===== src/logic/raycastPkg.sv =====
/*
  raycastPkg
  fixed-point format and ray word field layout shared by the
  wall-finding stage of the column raycaster
*/
package raycastPkg;

  localparam int FRAC_BITS      = 8;    // 8.8 fixed point
  localparam int FIX_WIDTH      = 16;   // distances and positions
  localparam int HCOUNT_WIDTH   = 9;    // screen column number
  localparam int CELL_WIDTH     = 4;    // map cell value, 0 is empty
  localparam int RAY_WORD_WIDTH = 107;

  // ray word fields, packed from the bottom up
  localparam int SIDE_Y_LSB  = 0;
  localparam int SIDE_X_LSB  = SIDE_Y_LSB + FIX_WIDTH;
  localparam int POS_Y_LSB   = SIDE_X_LSB + FIX_WIDTH;
  localparam int POS_X_LSB   = POS_Y_LSB + FIX_WIDTH;
  localparam int DELTA_Y_LSB = POS_X_LSB + FIX_WIDTH;
  localparam int DELTA_X_LSB = DELTA_Y_LSB + FIX_WIDTH;
  localparam int STEP_Y_BIT  = DELTA_X_LSB + FIX_WIDTH;  // 1 means +1, 0 means -1
  localparam int STEP_X_BIT  = STEP_Y_BIT + 1;
  localparam int HCOUNT_LSB  = STEP_X_BIT + 1;           // top field, ends at bit 106

endpackage


===== src/logic/rayIf.sv =====
/*
  rayIf / mapIf
  rayIf carries the decoded ray from the intake to the DDA stepper,
  mapIf is the stepper's single-request read port into the map memory
*/
`timescale 1ns/10ps

interface rayIf;
  import raycastPkg::*;

  logic [HCOUNT_WIDTH-1:0] hcount;
  logic                    stepX;        // 1 steps +1, 0 steps -1
  logic                    stepY;
  logic [FIX_WIDTH-1:0]    deltaDistX;   // 8.8
  logic [FIX_WIDTH-1:0]    deltaDistY;
  logic [FIX_WIDTH-1:0]    posX;         // 8.8, integer part is the start cell
  logic [FIX_WIDTH-1:0]    posY;
  logic [FIX_WIDTH-1:0]    sideDistX;    // distance to first x side
  logic [FIX_WIDTH-1:0]    sideDistY;
  logic                    rayLoad;      // one cycle, fields are fresh
  logic                    stepperBusy;  // back from the stepper

  modport source (output hcount, stepX, stepY, deltaDistX, deltaDistY, posX, posY,
                  sideDistX, sideDistY, rayLoad, input stepperBusy);
  modport sink (input hcount, stepX, stepY, deltaDistX, deltaDistY, posX, posY,
                sideDistX, sideDistY, rayLoad, output stepperBusy);
endinterface

interface mapIf #(parameter int MAP_SIZE = 24);
  import raycastPkg::*;

  logic [$clog2(MAP_SIZE*MAP_SIZE)-1:0] cellAddr;  // x + y*MAP_SIZE
  logic                                 cellRequest; // held until cellValid
  logic [CELL_WIDTH-1:0]                cellData;
  logic                                 cellValid;   // one cycle per request

  modport client (output cellAddr, cellRequest, input cellData, cellValid);
  modport server (input cellAddr, cellRequest, output cellData, cellValid);
endinterface


===== src/logic/rayIntake.sv =====
/*
  rayIntake
  latches the packed ray word on its strobe while the stepper is idle,
  pulses rayLoad and slices the held word into the ray fields
*/
`timescale 1ns/10ps

module rayIntake (
  input  logic                                pixel_clk_in,
  input  logic                                rst_in,
  input  logic [raycastPkg::RAY_WORD_WIDTH-1:0] rayWord,
  input  logic                                rayValid,
  output logic                                rayBusy,
  rayIf.source                                ray
);
  import raycastPkg::*;

  logic [RAY_WORD_WIDTH-1:0] wordReg;  // stays put until the next accepted ray
  logic                      accept;

  // busy covers the load cycle before the stepper raises its own level
  assign rayBusy = ray.stepperBusy | ray.rayLoad;
  assign accept  = rayValid & ~rayBusy;  // strobes while busy are dropped

  always_ff @(posedge pixel_clk_in) begin
    if (rst_in) begin
      ray.rayLoad <= 1'b0;
    end else begin
      ray.rayLoad <= accept;
    end
  end

  always_ff @(posedge pixel_clk_in) begin
    if (accept) begin
      wordReg <= rayWord;
    end
  end

  assign ray.hcount     = wordReg[HCOUNT_LSB +: HCOUNT_WIDTH];
  assign ray.stepX      = wordReg[STEP_X_BIT];
  assign ray.stepY      = wordReg[STEP_Y_BIT];
  assign ray.deltaDistX = wordReg[DELTA_X_LSB +: FIX_WIDTH];
  assign ray.deltaDistY = wordReg[DELTA_Y_LSB +: FIX_WIDTH];
  assign ray.posX       = wordReg[POS_X_LSB +: FIX_WIDTH];
  assign ray.posY       = wordReg[POS_Y_LSB +: FIX_WIDTH];
  assign ray.sideDistX  = wordReg[SIDE_X_LSB +: FIX_WIDTH];
  assign ray.sideDistY  = wordReg[SIDE_Y_LSB +: FIX_WIDTH];

endmodule


===== src/logic/mapRam.sv =====
/*
  mapRam
  MAP_SIZE x MAP_SIZE cell memory, written from the top-level port,
  read by the stepper with one-cycle latency per request
*/
`timescale 1ns/10ps

module mapRam #(
  parameter int MAP_SIZE = 24
) (
  input  logic                                 pixel_clk_in,
  input  logic                                 rst_in,
  input  logic                                 mapWrEn,
  input  logic [$clog2(MAP_SIZE*MAP_SIZE)-1:0] mapWrAddr,
  input  logic [raycastPkg::CELL_WIDTH-1:0]    mapWrData,
  mapIf.server                                 map
);
  import raycastPkg::*;

  localparam int CELLS = MAP_SIZE * MAP_SIZE;

  logic [CELL_WIDTH-1:0] cells [CELLS];
  logic                  served;      // request already answered
  logic                  newRequest;

  // only the first cycle of a held request gets an answer
  assign newRequest = map.cellRequest & ~served;

  always_ff @(posedge pixel_clk_in) begin
    if (mapWrEn) begin
      cells[mapWrAddr] <= mapWrData;
    end
    if (newRequest) begin
      map.cellData <= cells[map.cellAddr];
    end
  end

  always_ff @(posedge pixel_clk_in) begin
    if (rst_in) begin
      served        <= 1'b0;
      map.cellValid <= 1'b0;
    end else begin
      served        <= map.cellRequest;  // clears once the stepper drops it
      map.cellValid <= newRequest;
    end
  end

endmodule


===== src/logic/fixedDivider.sv =====
/*
  fixedDivider
  unsigned 8.8 restoring divider, numerator shifted up by FRAC_BITS,
  one quotient bit per cycle, divDone 17 cycles after divStart.
  a quotient that does not fit, zero divisor included, saturates
*/
`timescale 1ns/10ps

module fixedDivider (
  input  logic                           pixel_clk_in,
  input  logic                           rst_in,
  input  logic                           divStart,
  input  logic [raycastPkg::FIX_WIDTH-1:0] numerator,
  input  logic [raycastPkg::FIX_WIDTH-1:0] denominator,
  output logic [raycastPkg::FIX_WIDTH-1:0] quotient,
  output logic                           divDone
);
  import raycastPkg::*;

  localparam int DIV_ITER = FIX_WIDTH;  // top FRAC_BITS quotient bits are known zero
  localparam int CNT_W    = $clog2(DIV_ITER + 1);

  logic                 running;
  logic [CNT_W-1:0]     iterCount;
  logic                 lastIter;
  logic [FIX_WIDTH-1:0] divisor;
  logic [FIX_WIDTH-1:0] rem;       // partial remainder, always below divisor
  logic [FIX_WIDTH-1:0] shiftQ;    // dividend bits out, quotient bits in
  logic                 saturate;
  logic                 overflow;
  logic [FIX_WIDTH:0]   trial;
  logic                 fits;
  logic [FIX_WIDTH-1:0] nextRem;
  logic [FIX_WIDTH-1:0] nextQ;

  // quotient >= 2^16 exactly when num*2^8 >= den*2^16, true for den == 0
  assign overflow = {{FRAC_BITS{1'b0}}, numerator} >= {denominator, {FRAC_BITS{1'b0}}};

  assign trial    = {rem, shiftQ[FIX_WIDTH-1]};  // bring down next dividend bit
  assign fits     = trial >= {1'b0, divisor};
  assign nextRem  = fits ? FIX_WIDTH'(trial - {1'b0, divisor}) : FIX_WIDTH'(trial);
  assign nextQ    = {shiftQ[FIX_WIDTH-2:0], fits};
  assign lastIter = running & (iterCount == CNT_W'(DIV_ITER - 1));

  always_ff @(posedge pixel_clk_in) begin
    if (rst_in) begin
      running   <= 1'b0;
      iterCount <= '0;
      divDone   <= 1'b0;
    end else begin
      divDone <= lastIter;
      if (divStart) begin
        running   <= 1'b1;
        iterCount <= '0;
      end else if (running) begin
        iterCount <= iterCount + 1'b1;
        if (lastIter) running <= 1'b0;
      end
    end
  end

  always_ff @(posedge pixel_clk_in) begin
    if (divStart) begin
      divisor  <= denominator;
      rem      <= FIX_WIDTH'(numerator[FIX_WIDTH-1:FIX_WIDTH-FRAC_BITS]);
      shiftQ   <= {numerator[FIX_WIDTH-FRAC_BITS-1:0], {FRAC_BITS{1'b0}}};
      saturate <= overflow;
    end else if (running) begin
      rem    <= nextRem;
      shiftQ <= nextQ;
      if (lastIter) quotient <= saturate ? '1 : nextQ;
    end
  end

endmodule


===== src/logic/ddaStepper.sv =====
/*
  ddaStepper
  walks the map grid one DDA step at a time from the ray's start cell,
  reads each new cell, and on the first non-zero cell divides the
  screen height by the perpendicular distance. the result is handed
  to columnResult and the stepper stays busy until it has been taken
*/
`timescale 1ns/10ps

module ddaStepper #(
  parameter int SCREEN_HEIGHT = 180,
  parameter int MAP_SIZE      = 24
) (
  input  logic                              pixel_clk_in,
  input  logic                              rst_in,
  rayIf.sink                                ray,
  mapIf.client                              map,
  output logic                              divStart,
  output logic [raycastPkg::FIX_WIDTH-1:0]    divNumerator,
  output logic [raycastPkg::FIX_WIDTH-1:0]    divDenominator,
  input  logic                              divDone,
  input  logic [raycastPkg::FIX_WIDTH-1:0]    quotient,
  input  logic                              resultFree,
  output logic                              resultLoad,
  output logic [raycastPkg::HCOUNT_WIDTH-1:0] resultHcount,
  output logic [raycastPkg::FIX_WIDTH-1:0]    resultQuotient,
  output logic                              wallSide,
  output logic [raycastPkg::CELL_WIDTH-1:0]   cellValue
);
  import raycastPkg::*;

  localparam int COORD_W = $clog2(MAP_SIZE);
  localparam int ADDR_W  = $clog2(MAP_SIZE * MAP_SIZE);

  localparam logic [2:0] IDLE = 3'd0, SETUP = 3'd1, X_STEP = 3'd2, Y_STEP = 3'd3,
                         WALL_CHECK = 3'd4, DIV_WAIT = 3'd5, HAND_OFF = 3'd6;

  logic [2:0]           state;
  logic                 handed;     // result loaded, waiting for it to leave
  logic [FIX_WIDTH-1:0] sideX;
  logic [FIX_WIDTH-1:0] sideY;
  logic [COORD_W-1:0]   mapX;
  logic [COORD_W-1:0]   mapY;
  logic [COORD_W-1:0]   nextX;
  logic [COORD_W-1:0]   nextY;

  function automatic logic [ADDR_W-1:0] cellAddrOf(input logic [COORD_W-1:0] x,
                                                   input logic [COORD_W-1:0] y);
    cellAddrOf = ADDR_W'(x) + ADDR_W'(y) * ADDR_W'(MAP_SIZE);  // row-major map
  endfunction

  assign nextX = ray.stepX ? mapX + 1'b1 : mapX - 1'b1;
  assign nextY = ray.stepY ? mapY + 1'b1 : mapY - 1'b1;

  assign ray.stepperBusy = (state != IDLE);
  assign divNumerator    = FIX_WIDTH'(SCREEN_HEIGHT << FRAC_BITS);  // height in 8.8
  assign resultHcount    = ray.hcount;  // intake holds the word while busy

  always_ff @(posedge pixel_clk_in) begin
    if (rst_in) begin
      state           <= IDLE;
      handed          <= 1'b0;
      map.cellRequest <= 1'b0;
      divStart        <= 1'b0;
      resultLoad      <= 1'b0;
    end else begin
      divStart   <= 1'b0;  // both are single-cycle strobes
      resultLoad <= 1'b0;
      case (state)
        IDLE: begin
          handed <= 1'b0;
          if (ray.rayLoad) state <= SETUP;
        end
        SETUP: begin
          sideX <= ray.sideDistX;
          sideY <= ray.sideDistY;
          mapX  <= COORD_W'(ray.posX[FIX_WIDTH-1:FRAC_BITS]);  // start cell
          mapY  <= COORD_W'(ray.posY[FIX_WIDTH-1:FRAC_BITS]);
          state <= (ray.sideDistX < ray.sideDistY) ? X_STEP : Y_STEP;  // tie goes y
        end
        X_STEP: begin
          sideX           <= sideX + ray.deltaDistX;
          mapX            <= nextX;
          wallSide        <= 1'b0;
          map.cellAddr    <= cellAddrOf(nextX, mapY);
          map.cellRequest <= 1'b1;
          state           <= WALL_CHECK;
        end
        Y_STEP: begin
          sideY           <= sideY + ray.deltaDistY;
          mapY            <= nextY;
          wallSide        <= 1'b1;
          map.cellAddr    <= cellAddrOf(mapX, nextY);
          map.cellRequest <= 1'b1;
          state           <= WALL_CHECK;
        end
        WALL_CHECK: begin
          if (map.cellValid) begin
            map.cellRequest <= 1'b0;
            cellValue       <= map.cellData;
            if (map.cellData != '0) begin
              // perpendicular distance, undo the last step's delta
              divDenominator <= wallSide ? sideY - ray.deltaDistY : sideX - ray.deltaDistX;
              divStart       <= 1'b1;
              state          <= DIV_WAIT;
            end else begin
              state <= (sideX < sideY) ? X_STEP : Y_STEP;
            end
          end
        end
        DIV_WAIT: begin
          if (divDone) begin
            resultQuotient <= quotient;
            state          <= HAND_OFF;
          end
        end
        HAND_OFF: begin
          if (!handed && resultFree) begin
            resultLoad <= 1'b1;
            handed     <= 1'b1;
          end else if (handed && !resultLoad && resultFree) begin
            state <= IDLE;  // column has left through columnReady
          end
        end
        default: state <= IDLE;
      endcase
    end
  end

endmodule


===== src/logic/columnResult.sv =====
/*
  columnResult
  turns the 8.8 quotient into an integer line height clamped to the
  screen, holds the column and releases it while columnReady is high
*/
`timescale 1ns/10ps

module columnResult #(
  parameter int SCREEN_HEIGHT = 180
) (
  input  logic                                 pixel_clk_in,
  input  logic                                 rst_in,
  input  logic                                 resultLoad,
  input  logic [raycastPkg::HCOUNT_WIDTH-1:0]  resultHcount,
  input  logic [raycastPkg::FIX_WIDTH-1:0]     resultQuotient,
  input  logic                                 wallSide,
  input  logic [raycastPkg::CELL_WIDTH-1:0]    cellValue,
  output logic                                 resultFree,
  input  logic                                 columnReady,
  output logic                                 columnValid,
  output logic [raycastPkg::HCOUNT_WIDTH-1:0]  hcountOut,
  output logic [$clog2(SCREEN_HEIGHT+1)-1:0]   lineHeight,
  output logic                                 wallSideOut,
  output logic [raycastPkg::CELL_WIDTH-1:0]    cellOut
);
  import raycastPkg::*;

  localparam int LH_WIDTH = $clog2(SCREEN_HEIGHT + 1);

  logic                           held;     // a column waits for the FIFO
  logic [FIX_WIDTH-FRAC_BITS-1:0] intPart;  // floor of the quotient

  assign intPart     = resultQuotient[FIX_WIDTH-1:FRAC_BITS];
  assign resultFree  = ~held;
  assign columnValid = held & columnReady;  // leaves only on the ready level

  always_ff @(posedge pixel_clk_in) begin
    if (rst_in) begin
      held <= 1'b0;
    end else if (resultLoad) begin
      held <= 1'b1;
    end else if (columnValid) begin
      held <= 1'b0;
    end
  end

  // fields stay stable after release until the next load
  always_ff @(posedge pixel_clk_in) begin
    if (resultLoad) begin
      hcountOut   <= resultHcount;
      lineHeight  <= (intPart >= SCREEN_HEIGHT) ? LH_WIDTH'(SCREEN_HEIGHT) : LH_WIDTH'(intPart);
      wallSideOut <= wallSide;
      cellOut     <= cellValue;
    end
  end

endmodule


===== src/logic/raycastCore.sv =====
/*
  raycastCore
  wall-finding stage, ray word in, one column result out per ray.
  intake -> DDA stepper with map reads -> divider -> result hold
*/
`timescale 1ns/10ps

module raycastCore #(
  parameter int SCREEN_HEIGHT = 180,
  parameter int MAP_SIZE      = 24
) (
  input  logic                                  pixel_clk_in,
  input  logic                                  rst_in,
  input  logic [raycastPkg::RAY_WORD_WIDTH-1:0] rayWord,
  input  logic                                  rayValid,
  output logic                                  rayBusy,
  input  logic                                  mapWrEn,
  input  logic [$clog2(MAP_SIZE*MAP_SIZE)-1:0]  mapWrAddr,
  input  logic [raycastPkg::CELL_WIDTH-1:0]     mapWrData,
  input  logic                                  columnReady,
  output logic                                  columnValid,
  output logic [raycastPkg::HCOUNT_WIDTH-1:0]   hcountOut,
  output logic [$clog2(SCREEN_HEIGHT+1)-1:0]    lineHeight,
  output logic                                  wallSideOut,
  output logic [raycastPkg::CELL_WIDTH-1:0]     cellOut
);
  import raycastPkg::*;

  logic                    divStart, divDone;
  logic [FIX_WIDTH-1:0]    divNumerator, divDenominator, quotient;
  logic                    resultFree, resultLoad, wallSide;
  logic [HCOUNT_WIDTH-1:0] resultHcount;
  logic [FIX_WIDTH-1:0]    resultQuotient;
  logic [CELL_WIDTH-1:0]   cellValue;

  rayIf                       ray ();
  mapIf #(.MAP_SIZE(MAP_SIZE)) map ();

  rayIntake intake (.pixel_clk_in, .rst_in, .rayWord, .rayValid, .rayBusy, .ray(ray.source));

  mapRam #(.MAP_SIZE(MAP_SIZE)) mapMem (
    .pixel_clk_in, .rst_in, .mapWrEn, .mapWrAddr, .mapWrData, .map(map.server));

  ddaStepper #(.SCREEN_HEIGHT(SCREEN_HEIGHT), .MAP_SIZE(MAP_SIZE)) stepper (
    .pixel_clk_in, .rst_in, .ray(ray.sink), .map(map.client),
    .divStart, .divNumerator, .divDenominator, .divDone, .quotient,
    .resultFree, .resultLoad, .resultHcount, .resultQuotient, .wallSide, .cellValue);

  fixedDivider divider (
    .pixel_clk_in, .rst_in, .divStart, .numerator(divNumerator),
    .denominator(divDenominator), .quotient, .divDone);

  columnResult #(.SCREEN_HEIGHT(SCREEN_HEIGHT)) result (
    .pixel_clk_in, .rst_in, .resultLoad, .resultHcount, .resultQuotient, .wallSide,
    .cellValue, .resultFree, .columnReady, .columnValid, .hcountOut, .lineHeight,
    .wallSideOut, .cellOut);

endmodule


===== config.mk =====
export PLATFORM = sky130hd
export DESIGN_NAME = raycastCore
export DESIGN_NICKNAME = d
export VERILOG_FILES = /design/src/logic/raycastPkg.sv /design/src/logic/rayIf.sv /design/src/logic/rayIntake.sv /design/src/logic/mapRam.sv /design/src/logic/fixedDivider.sv /design/src/logic/ddaStepper.sv /design/src/logic/columnResult.sv /design/src/logic/raycastCore.sv
export SDC_FILE = /design/constraint.sdc
export NUM_CORES = 2
export LEC_CHECK = 0
export BUFFER_PORTS_ARGS = -buffer_cell sky130_fd_sc_hd__buf_4
export CORE_ASPECT_RATIO = 0.6
export CORE_MARGIN = 2
export CORE_UTILIZATION = 30
export CTS_CLUSTER_SIZE = 40
export DETAILED_ROUTE_END_ITERATION = 12
export RECOVER_POWER = 50
export SYNTH_ARGS = -nofsm -noshare
export SYNTH_HDL_FRONTEND = slang
export SYNTH_SLANG_ARGS = --single-unit

===== constraint.sdc =====
create_clock -name pixel_clk_in -period 4.1 [get_ports pixel_clk_in]
set_input_delay 0.205 -clock pixel_clk_in [delete_from_list [all_inputs] [get_ports pixel_clk_in]]
set_output_delay 0.205 -clock pixel_clk_in [all_outputs]
set_load 0.01 [all_outputs]

# Yosys cells after proc, flatten, opt, wreduce, memory -nomap -nowiden
# Memory sizes are Yosys's and may differ from the RTL's. A register that Yosys moved wholly into a read port is not among the register bits.
# Index checks and enable logic that the tools add are counted.
# classes
add_sub_neg	12
multipliers	2
magnitude_cmp	5
eq_ne	13
mux	32
bitwise	13
n_reduce_logical	28
# ops
operator	count
one-hot mux 16 bit (2 select lines)	2
subtractor 16 bit	3
adder 16 bit	2
less-than comparator 16 bit	2
two-way mux 16 bit	2
greater-or-equal comparator 16 x 24 -> 1 bit, first input constant	1
adder 5 x 10 -> 10 bit	2
one-hot mux 10 bit (2 select lines)	1
one-hot mux 5 bit (2 select lines)	2
two-way mux 3 bit	6
one-hot mux 3 bit (6 select lines)	1
greater-or-equal comparator 17 x 16 -> 1 bit	1
adder 5 x 1 -> 5 bit, second input constant	3
multiplier 5 x 2 -> 7 bit, second input constant	2
two-way mux 1 bit	13
nonzero test 2 bit	6
two-way mux 5 bit	2
AND reduction 2 bit	5
subtractor 5 x 1 -> 5 bit, second input constant	2
equality test 3 bit, second input constant	3
AND reduction 3 bit	3
greater-or-equal comparator 8 bit, second input constant	1
inverter 1 bit	8
equality test 3 x 2 -> 1 bit, second input constant	2
other kinds (16)	30
# word_totals
regBits	301
ramBits	2304
input_bits	126
output_inout_bits	24
wordCells	137
memories	1
# mem_list
name	words	word_bits	read_ports	rd_clocked_by_memory_dff	write_ports	line	source
mapMem.cells	576	4	1	1	1	mapRam.sv:22	logic [CELL_WIDTH-1:0] cells [CELLS];

# Depth between registers and ports, before layout
# logic_depth
word_depth	6
ltp_mapped	16
ltp_nobuf	14

# Modules after synthesis
# A second synthesis with hierarchy kept.
# hier_totals
hier_cells	6048
area_unflattened_um2	107988.6
# modules_own_cells
mod	instances	cells_each	area_each_um2	seq_area_each_um2
mapRam	1	4567	91395.2	69346.5
ddaStepper	1	945	8534.4	2812.7
fixedDivider	1	380	3970.1	1931.9
rayIntake	1	111	3261.9	3233.1
columnResult	1	45	827.0	680.7

# Worst setup path before layout
# OpenSTA, ideal clock, no wires.
# synth_path
path_kind	register -> register
from	register intake.wordReg[96]
to	register stepper.map.cellAddr[9], data pin
setup_ns	0.255
arrival_ns	3.095
required_time_ns	3.845
path_slack_ns	0.750
stages_incl_launch_ff	14
path_buffers	0
synth_period_minus_slack_ns	3.350
cell_sequence	edfxtp_1 -> inv_1 -> ha_1 -> a21o_1 -> a21o_1 -> xnor2_1 -> inv_1 -> ha_1 -> a221o_1 -> nor3_1 -> xor2_1 -> nor2_1 -> a211o_1 -> and3_1
# synth_via
elab_chain_cells	4
# synth_rtl
item	line	source
start: declaration	rayIntake.sv:18	logic [RAY_WORD_WIDTH-1:0] wordReg;
start signal: assignment	rayIntake.sv:35	wordReg <= rayWord;
two-way mux 5 bit	ddaStepper.sv:53	assign nextY = ray.stepY ? mapY + 1'b1 : mapY - 1'b1;
multiplier 5 x 2 -> 7 bit	ddaStepper.sv:49	cellAddrOf = ADDR_W'(x) + ADDR_W'(y) * ADDR_W'(MAP_SIZE);
adder 5 x 10 -> 10 bit	ddaStepper.sv:49	
one-hot mux 10 bit (2 select lines)	ddaStepper.sv:69	case (state)
end signal: assignment	ddaStepper.sv:85	map.cellAddr <= cellAddrOf(nextX, mapY);
end signal: assignment	ddaStepper.sv:93	map.cellAddr <= cellAddrOf(mapX, nextY);
end: declaration	rayIf.sv:37	modport client (output cellAddr, cellRequest, input cellData, cellValid);
# No other way between the ends.
# A chain may end at the register's enable or synchronous reset.

==> flow_summary.toml <==
[synthesis]
ys_ff_latch = 2571
yosys_warnings = 0
synth_top_cell_by_area = "edfxtp_1"
avgSynthCellArea_um2 = 18.3
syn_nets = 6057
synth.area.mux_share_pct = 14.7
synth-simple-area-share_pct = 5.07
synth_xor_area_share_pct = 0.708
synth_top_family_by_area = "multiplexers"
synth_area_leaders = "edfxtp_1, mux4_2, nor2_1"
yosysUniqueCellTypes = 82
syn_inst = 5793
yosysTopAreaCellShare_pct = 71.5
netlist_area_mm2 = 0.106
yosysMostFrequentCell = "edfxtp_1"
synth_sequential_area_ratio_pct = 72.4
synth_compound_area_share_pct = 3.19
synth_commonest_cells = "edfxtp_1, nor2_1, mux4_2, clkbuf_1, nand2_1"
ys_async_sr_fraction_pct = 0
synth_ff_type = "edfxtp_1"
synth_edf_count = 2521
synthAdderAreaFrac_pct = 1.70

[pwr]
seqPwrFrac_pct = 49.7
clkPwrFrac_pct = 36.6
switchingPower_w = 0.0153
switching_share_pct = 25.5
p_per_area_mw_per_mm2 = 490
vdd_drop_max_mv = 0.418
p_leak_nw = 38.6
power_frac_comb_pct = 13.7
p_int_w = 0.0448

[detailed_routing]
drtIter0Drc = 8412
viasPerCell = 5.24
avgRoutedWirePerCell_um = 27.5
drt_drc_violations_left = 0
vias = 58200
drt-total-wl_um = 305000
dr.pass1.iters = 8
ant_nets = 0

[timing]
setup_violations = 0
finalHoldViolations = 0
finalCritPeriodShare_pct = 97.0
clock_skew_ps = 148
fmax_ghz = 0.252
rsz0062_at_grt = "no"
fin_crit_ps = 3980
relSlewSlack_pct = -99.1
setup_ws_ps = 125
hold_slack_ps = 114
worst_pin_slew_ps = 2990
final_max_slew_viol_count = 599

[clocking]
cts_tree = "yes"
cts_root_buf = "clkbuf_16"
cts.htree.levels = 4
clock_latency_ps = 960
clk_path_buf_depth = 4
clk_pin_slew_worst_paths_ps = 70
cts_buffers = 226
numClockSinks = 2571

[cells_and_area]
fillCellCount = 32700
final_area_mm2 = 0.123
areaGrowthSynthToFinish_pct = 15.7
finalNetCount = 6506
drive_gt1_share_pct = 21.7
final_util_pct = 35.0

[worst_hold_path]
hp-start = "rayWord[17]"
hp-class = "input pin to register"

[worst_setup_path]
cp-end-kind = "register"
crit_required_ps = 4730
critPathArrivalTime_ps = 4610
cp-start-kind = "register"
cp_max_fo = 39
crit_type = "register to register"
worstReg2RegStart = "stepper.map.cellAddr[0]"
crit_start = "stepper.map.cellAddr[0]"

[die]
rows = 168
start_util_pct = 30.2
ios = 150
coreArea_mm2 = 0.350
die_w_um = 771
die_y_um = 464
dieArea_mm2 = 0.358

[global_route]
antenna_found_initial = 32
grt_max_degree = 121
first_global_vias = 56600
grt_overflow = 0
grt_pass1_wl_um = 427000
gr-usage-all-layers_pct = 16.6

[placement]
hpwl_um = 203000
gp_congestion = 0.896
port-buffer-count = 127
placed_area_mm2 = 0.114
dpl_worst_slack_ps = -42.6

[status]
violations = "max-capacitance violations, max-slew violations"
status = "finished with violations"

[flow_run]
drv_cap = 6
[flip-flops by register name, summed over array words and instances (netlist names), 5 cells and up]
signal / cells
divider.divisor: 16
divider.iterCount: 5
divider.quotient: 8
divider.rem: 16
divider.shiftQ: 16
intake.wordReg: 85
mapMem.cells: 2304
result.hcountOut: 9
result.lineHeight: 8
stepper.divDenominator: 16
stepper.map.cellAddr: 10
stepper.mapX: 5
stepper.mapY: 5
stepper.resultQuotient: 8
stepper.sideX: 16
stepper.sideY: 16
[layout make-up]
| type | instances | area [um2] | area share [%] |
|---|---|---|---|
| repair buffers | 572 | 5020 | 4.10 |
| inverters | 137 | 517 | 0.422 |
| clock buffers | 264 | 5820 | 4.75 |
| flip-flops and latches | 2571 | 76700 | 62.6 |
| well taps | 4675 | 5850 | 4.77 |
| multi-input cells | 2734 | 27000 | 22.0 |
| diodes | 16 | 40.0 | 0.0327 |
| clock inverters | 149 | 1590 | 1.29 |
[metrics by stage]
| stage | TNS [ps] | total power, W | instances |
|---|---|---|---|
| after global placement | 0 | 0.0383 | 10500 |
| after floorplan | 0 | 0.0353 | 5793 |
| after global routing | 0 | 0.0620 | 11100 |
| after CTS | 0 | 0.0602 | 11100 |
| final | 0 | 0.0601 | 11100 |
| after detailed placement | -42.6 | 0.0383 | 10500 |
[critical path, cell delays in order (launching register included)]
cell      delay (ps)
edfxtp_1         440
buf_12           220
buf_12           320
buf_4            300
mux4_2           600
a221oi_2         920
o32ai_1          480
o21bai_1         260
o311ai_0         160
[worst paths after layout]
kind,slack [ps],cells past startpoint,endpoint
setup reg to reg,120,8,mapMem.map.cellData[2]
setup / recovery,120,8,mapMem.map.cellData[2]
hold / removal,110,2,intake.wordReg[17]
hold reg to reg,410,0,divider.divisor[7]
[cell usage in the layout (no fill, tap or decap), types with 17 or more instances in the layout]
| cell type | Yosys | final |
|---|---|---|
| clkbuf_4 | 0 | 89 |
| mux4_2 | 608 | 608 |
| dfxtp_1 | 50 | 49 |
| clkinvlp_4 | 0 | 17 |
| buf_4 | 37 | 245 |
| a22oi_1 | 28 | 28 |
| xnor2_1 | 59 | 59 |
| nor2_1 | 706 | 706 |
| nand3_1 | 67 | 48 |
| nor3_1 | 61 | 61 |
| a21oi_1 | 103 | 103 |
| buf_12 | 3 | 37 |
| a21o_1 | 26 | 26 |
| bufinv_16 | 0 | 30 |
| inv_1 | 135 | 135 |
| o21ai_0 | 114 | 114 |
| clkinv_2 | 0 | 36 |
| nand3_2 | 0 | 19 |
| xor2_1 | 24 | 24 |
| and2_1 | 24 | 20 |
| mux2i_1 | 134 | 134 |
| nand2_1 | 168 | 166 |
| edfxtp_1 | 2521 | 2521 |
| ha_1 | 128 | 128 |
| mux2_2 | 17 | 17 |
| dlygate4sd3_1 | 0 | 160 |
| a31oi_1 | 21 | 20 |
| clkbuf_1 | 180 | 60 |
| or2_2 | 20 | 20 |
| o22ai_1 | 41 | 41 |
| clkinv_1 | 1 | 52 |
| nor2b_1 | 47 | 46 |
| nand2b_1 | 46 | 46 |
| clkbuf_16 | 0 | 226 |
| a211oi_1 | 46 | 45 |
[layer usage]
layer  global-route usage [%]  part of all wire [%]  up-vias
met1                     24.6                    43    30400
met5                    0.374                 0.085        -
met4                     3.73                   2.4       18
met3                     7.54                    15      416
li1                         -                     -    24000
met2                     21.7                    39     3351
[cell families after synthesis]
kind of cell | after synthesis
AO/OA/AOI/OAI | 517
XOR/XNOR | 84
adder cells (fa/ha/maj) | 138
buffers and inverters | 488
flip-flops | 2571
multiplexers | 771
AND/OR/NAND/NOR | 1224
[power groups by stage]
| stage | logic [W] | clock network [W] | registers (W) |
|---|---|---|---|
| finish | 0.00824 | 0.0220 | 0.0298 |
| global route | 0.00889 | 0.0233 | 0.0299 |
| CTS | 0.00814 | 0.0223 | 0.0298 |
| detailed placement | 0.00797 | 0 | 0.0304 |
| global placement | 0.00789 | 0 | 0.0304 |
| floorplan | 0.00500 | 0 | 0.0303 |
[what timing repair did]
action / in CTS / in global routing
buffers inserted: 0 / 0
hold endpoints to repair: 548 / 0
resized for setup: 1 / 0
endpoints found under the setup margin: 1 / 0
hold buffers: 160 / 0
Note: power is estimated with default switching activity, not from simulation.
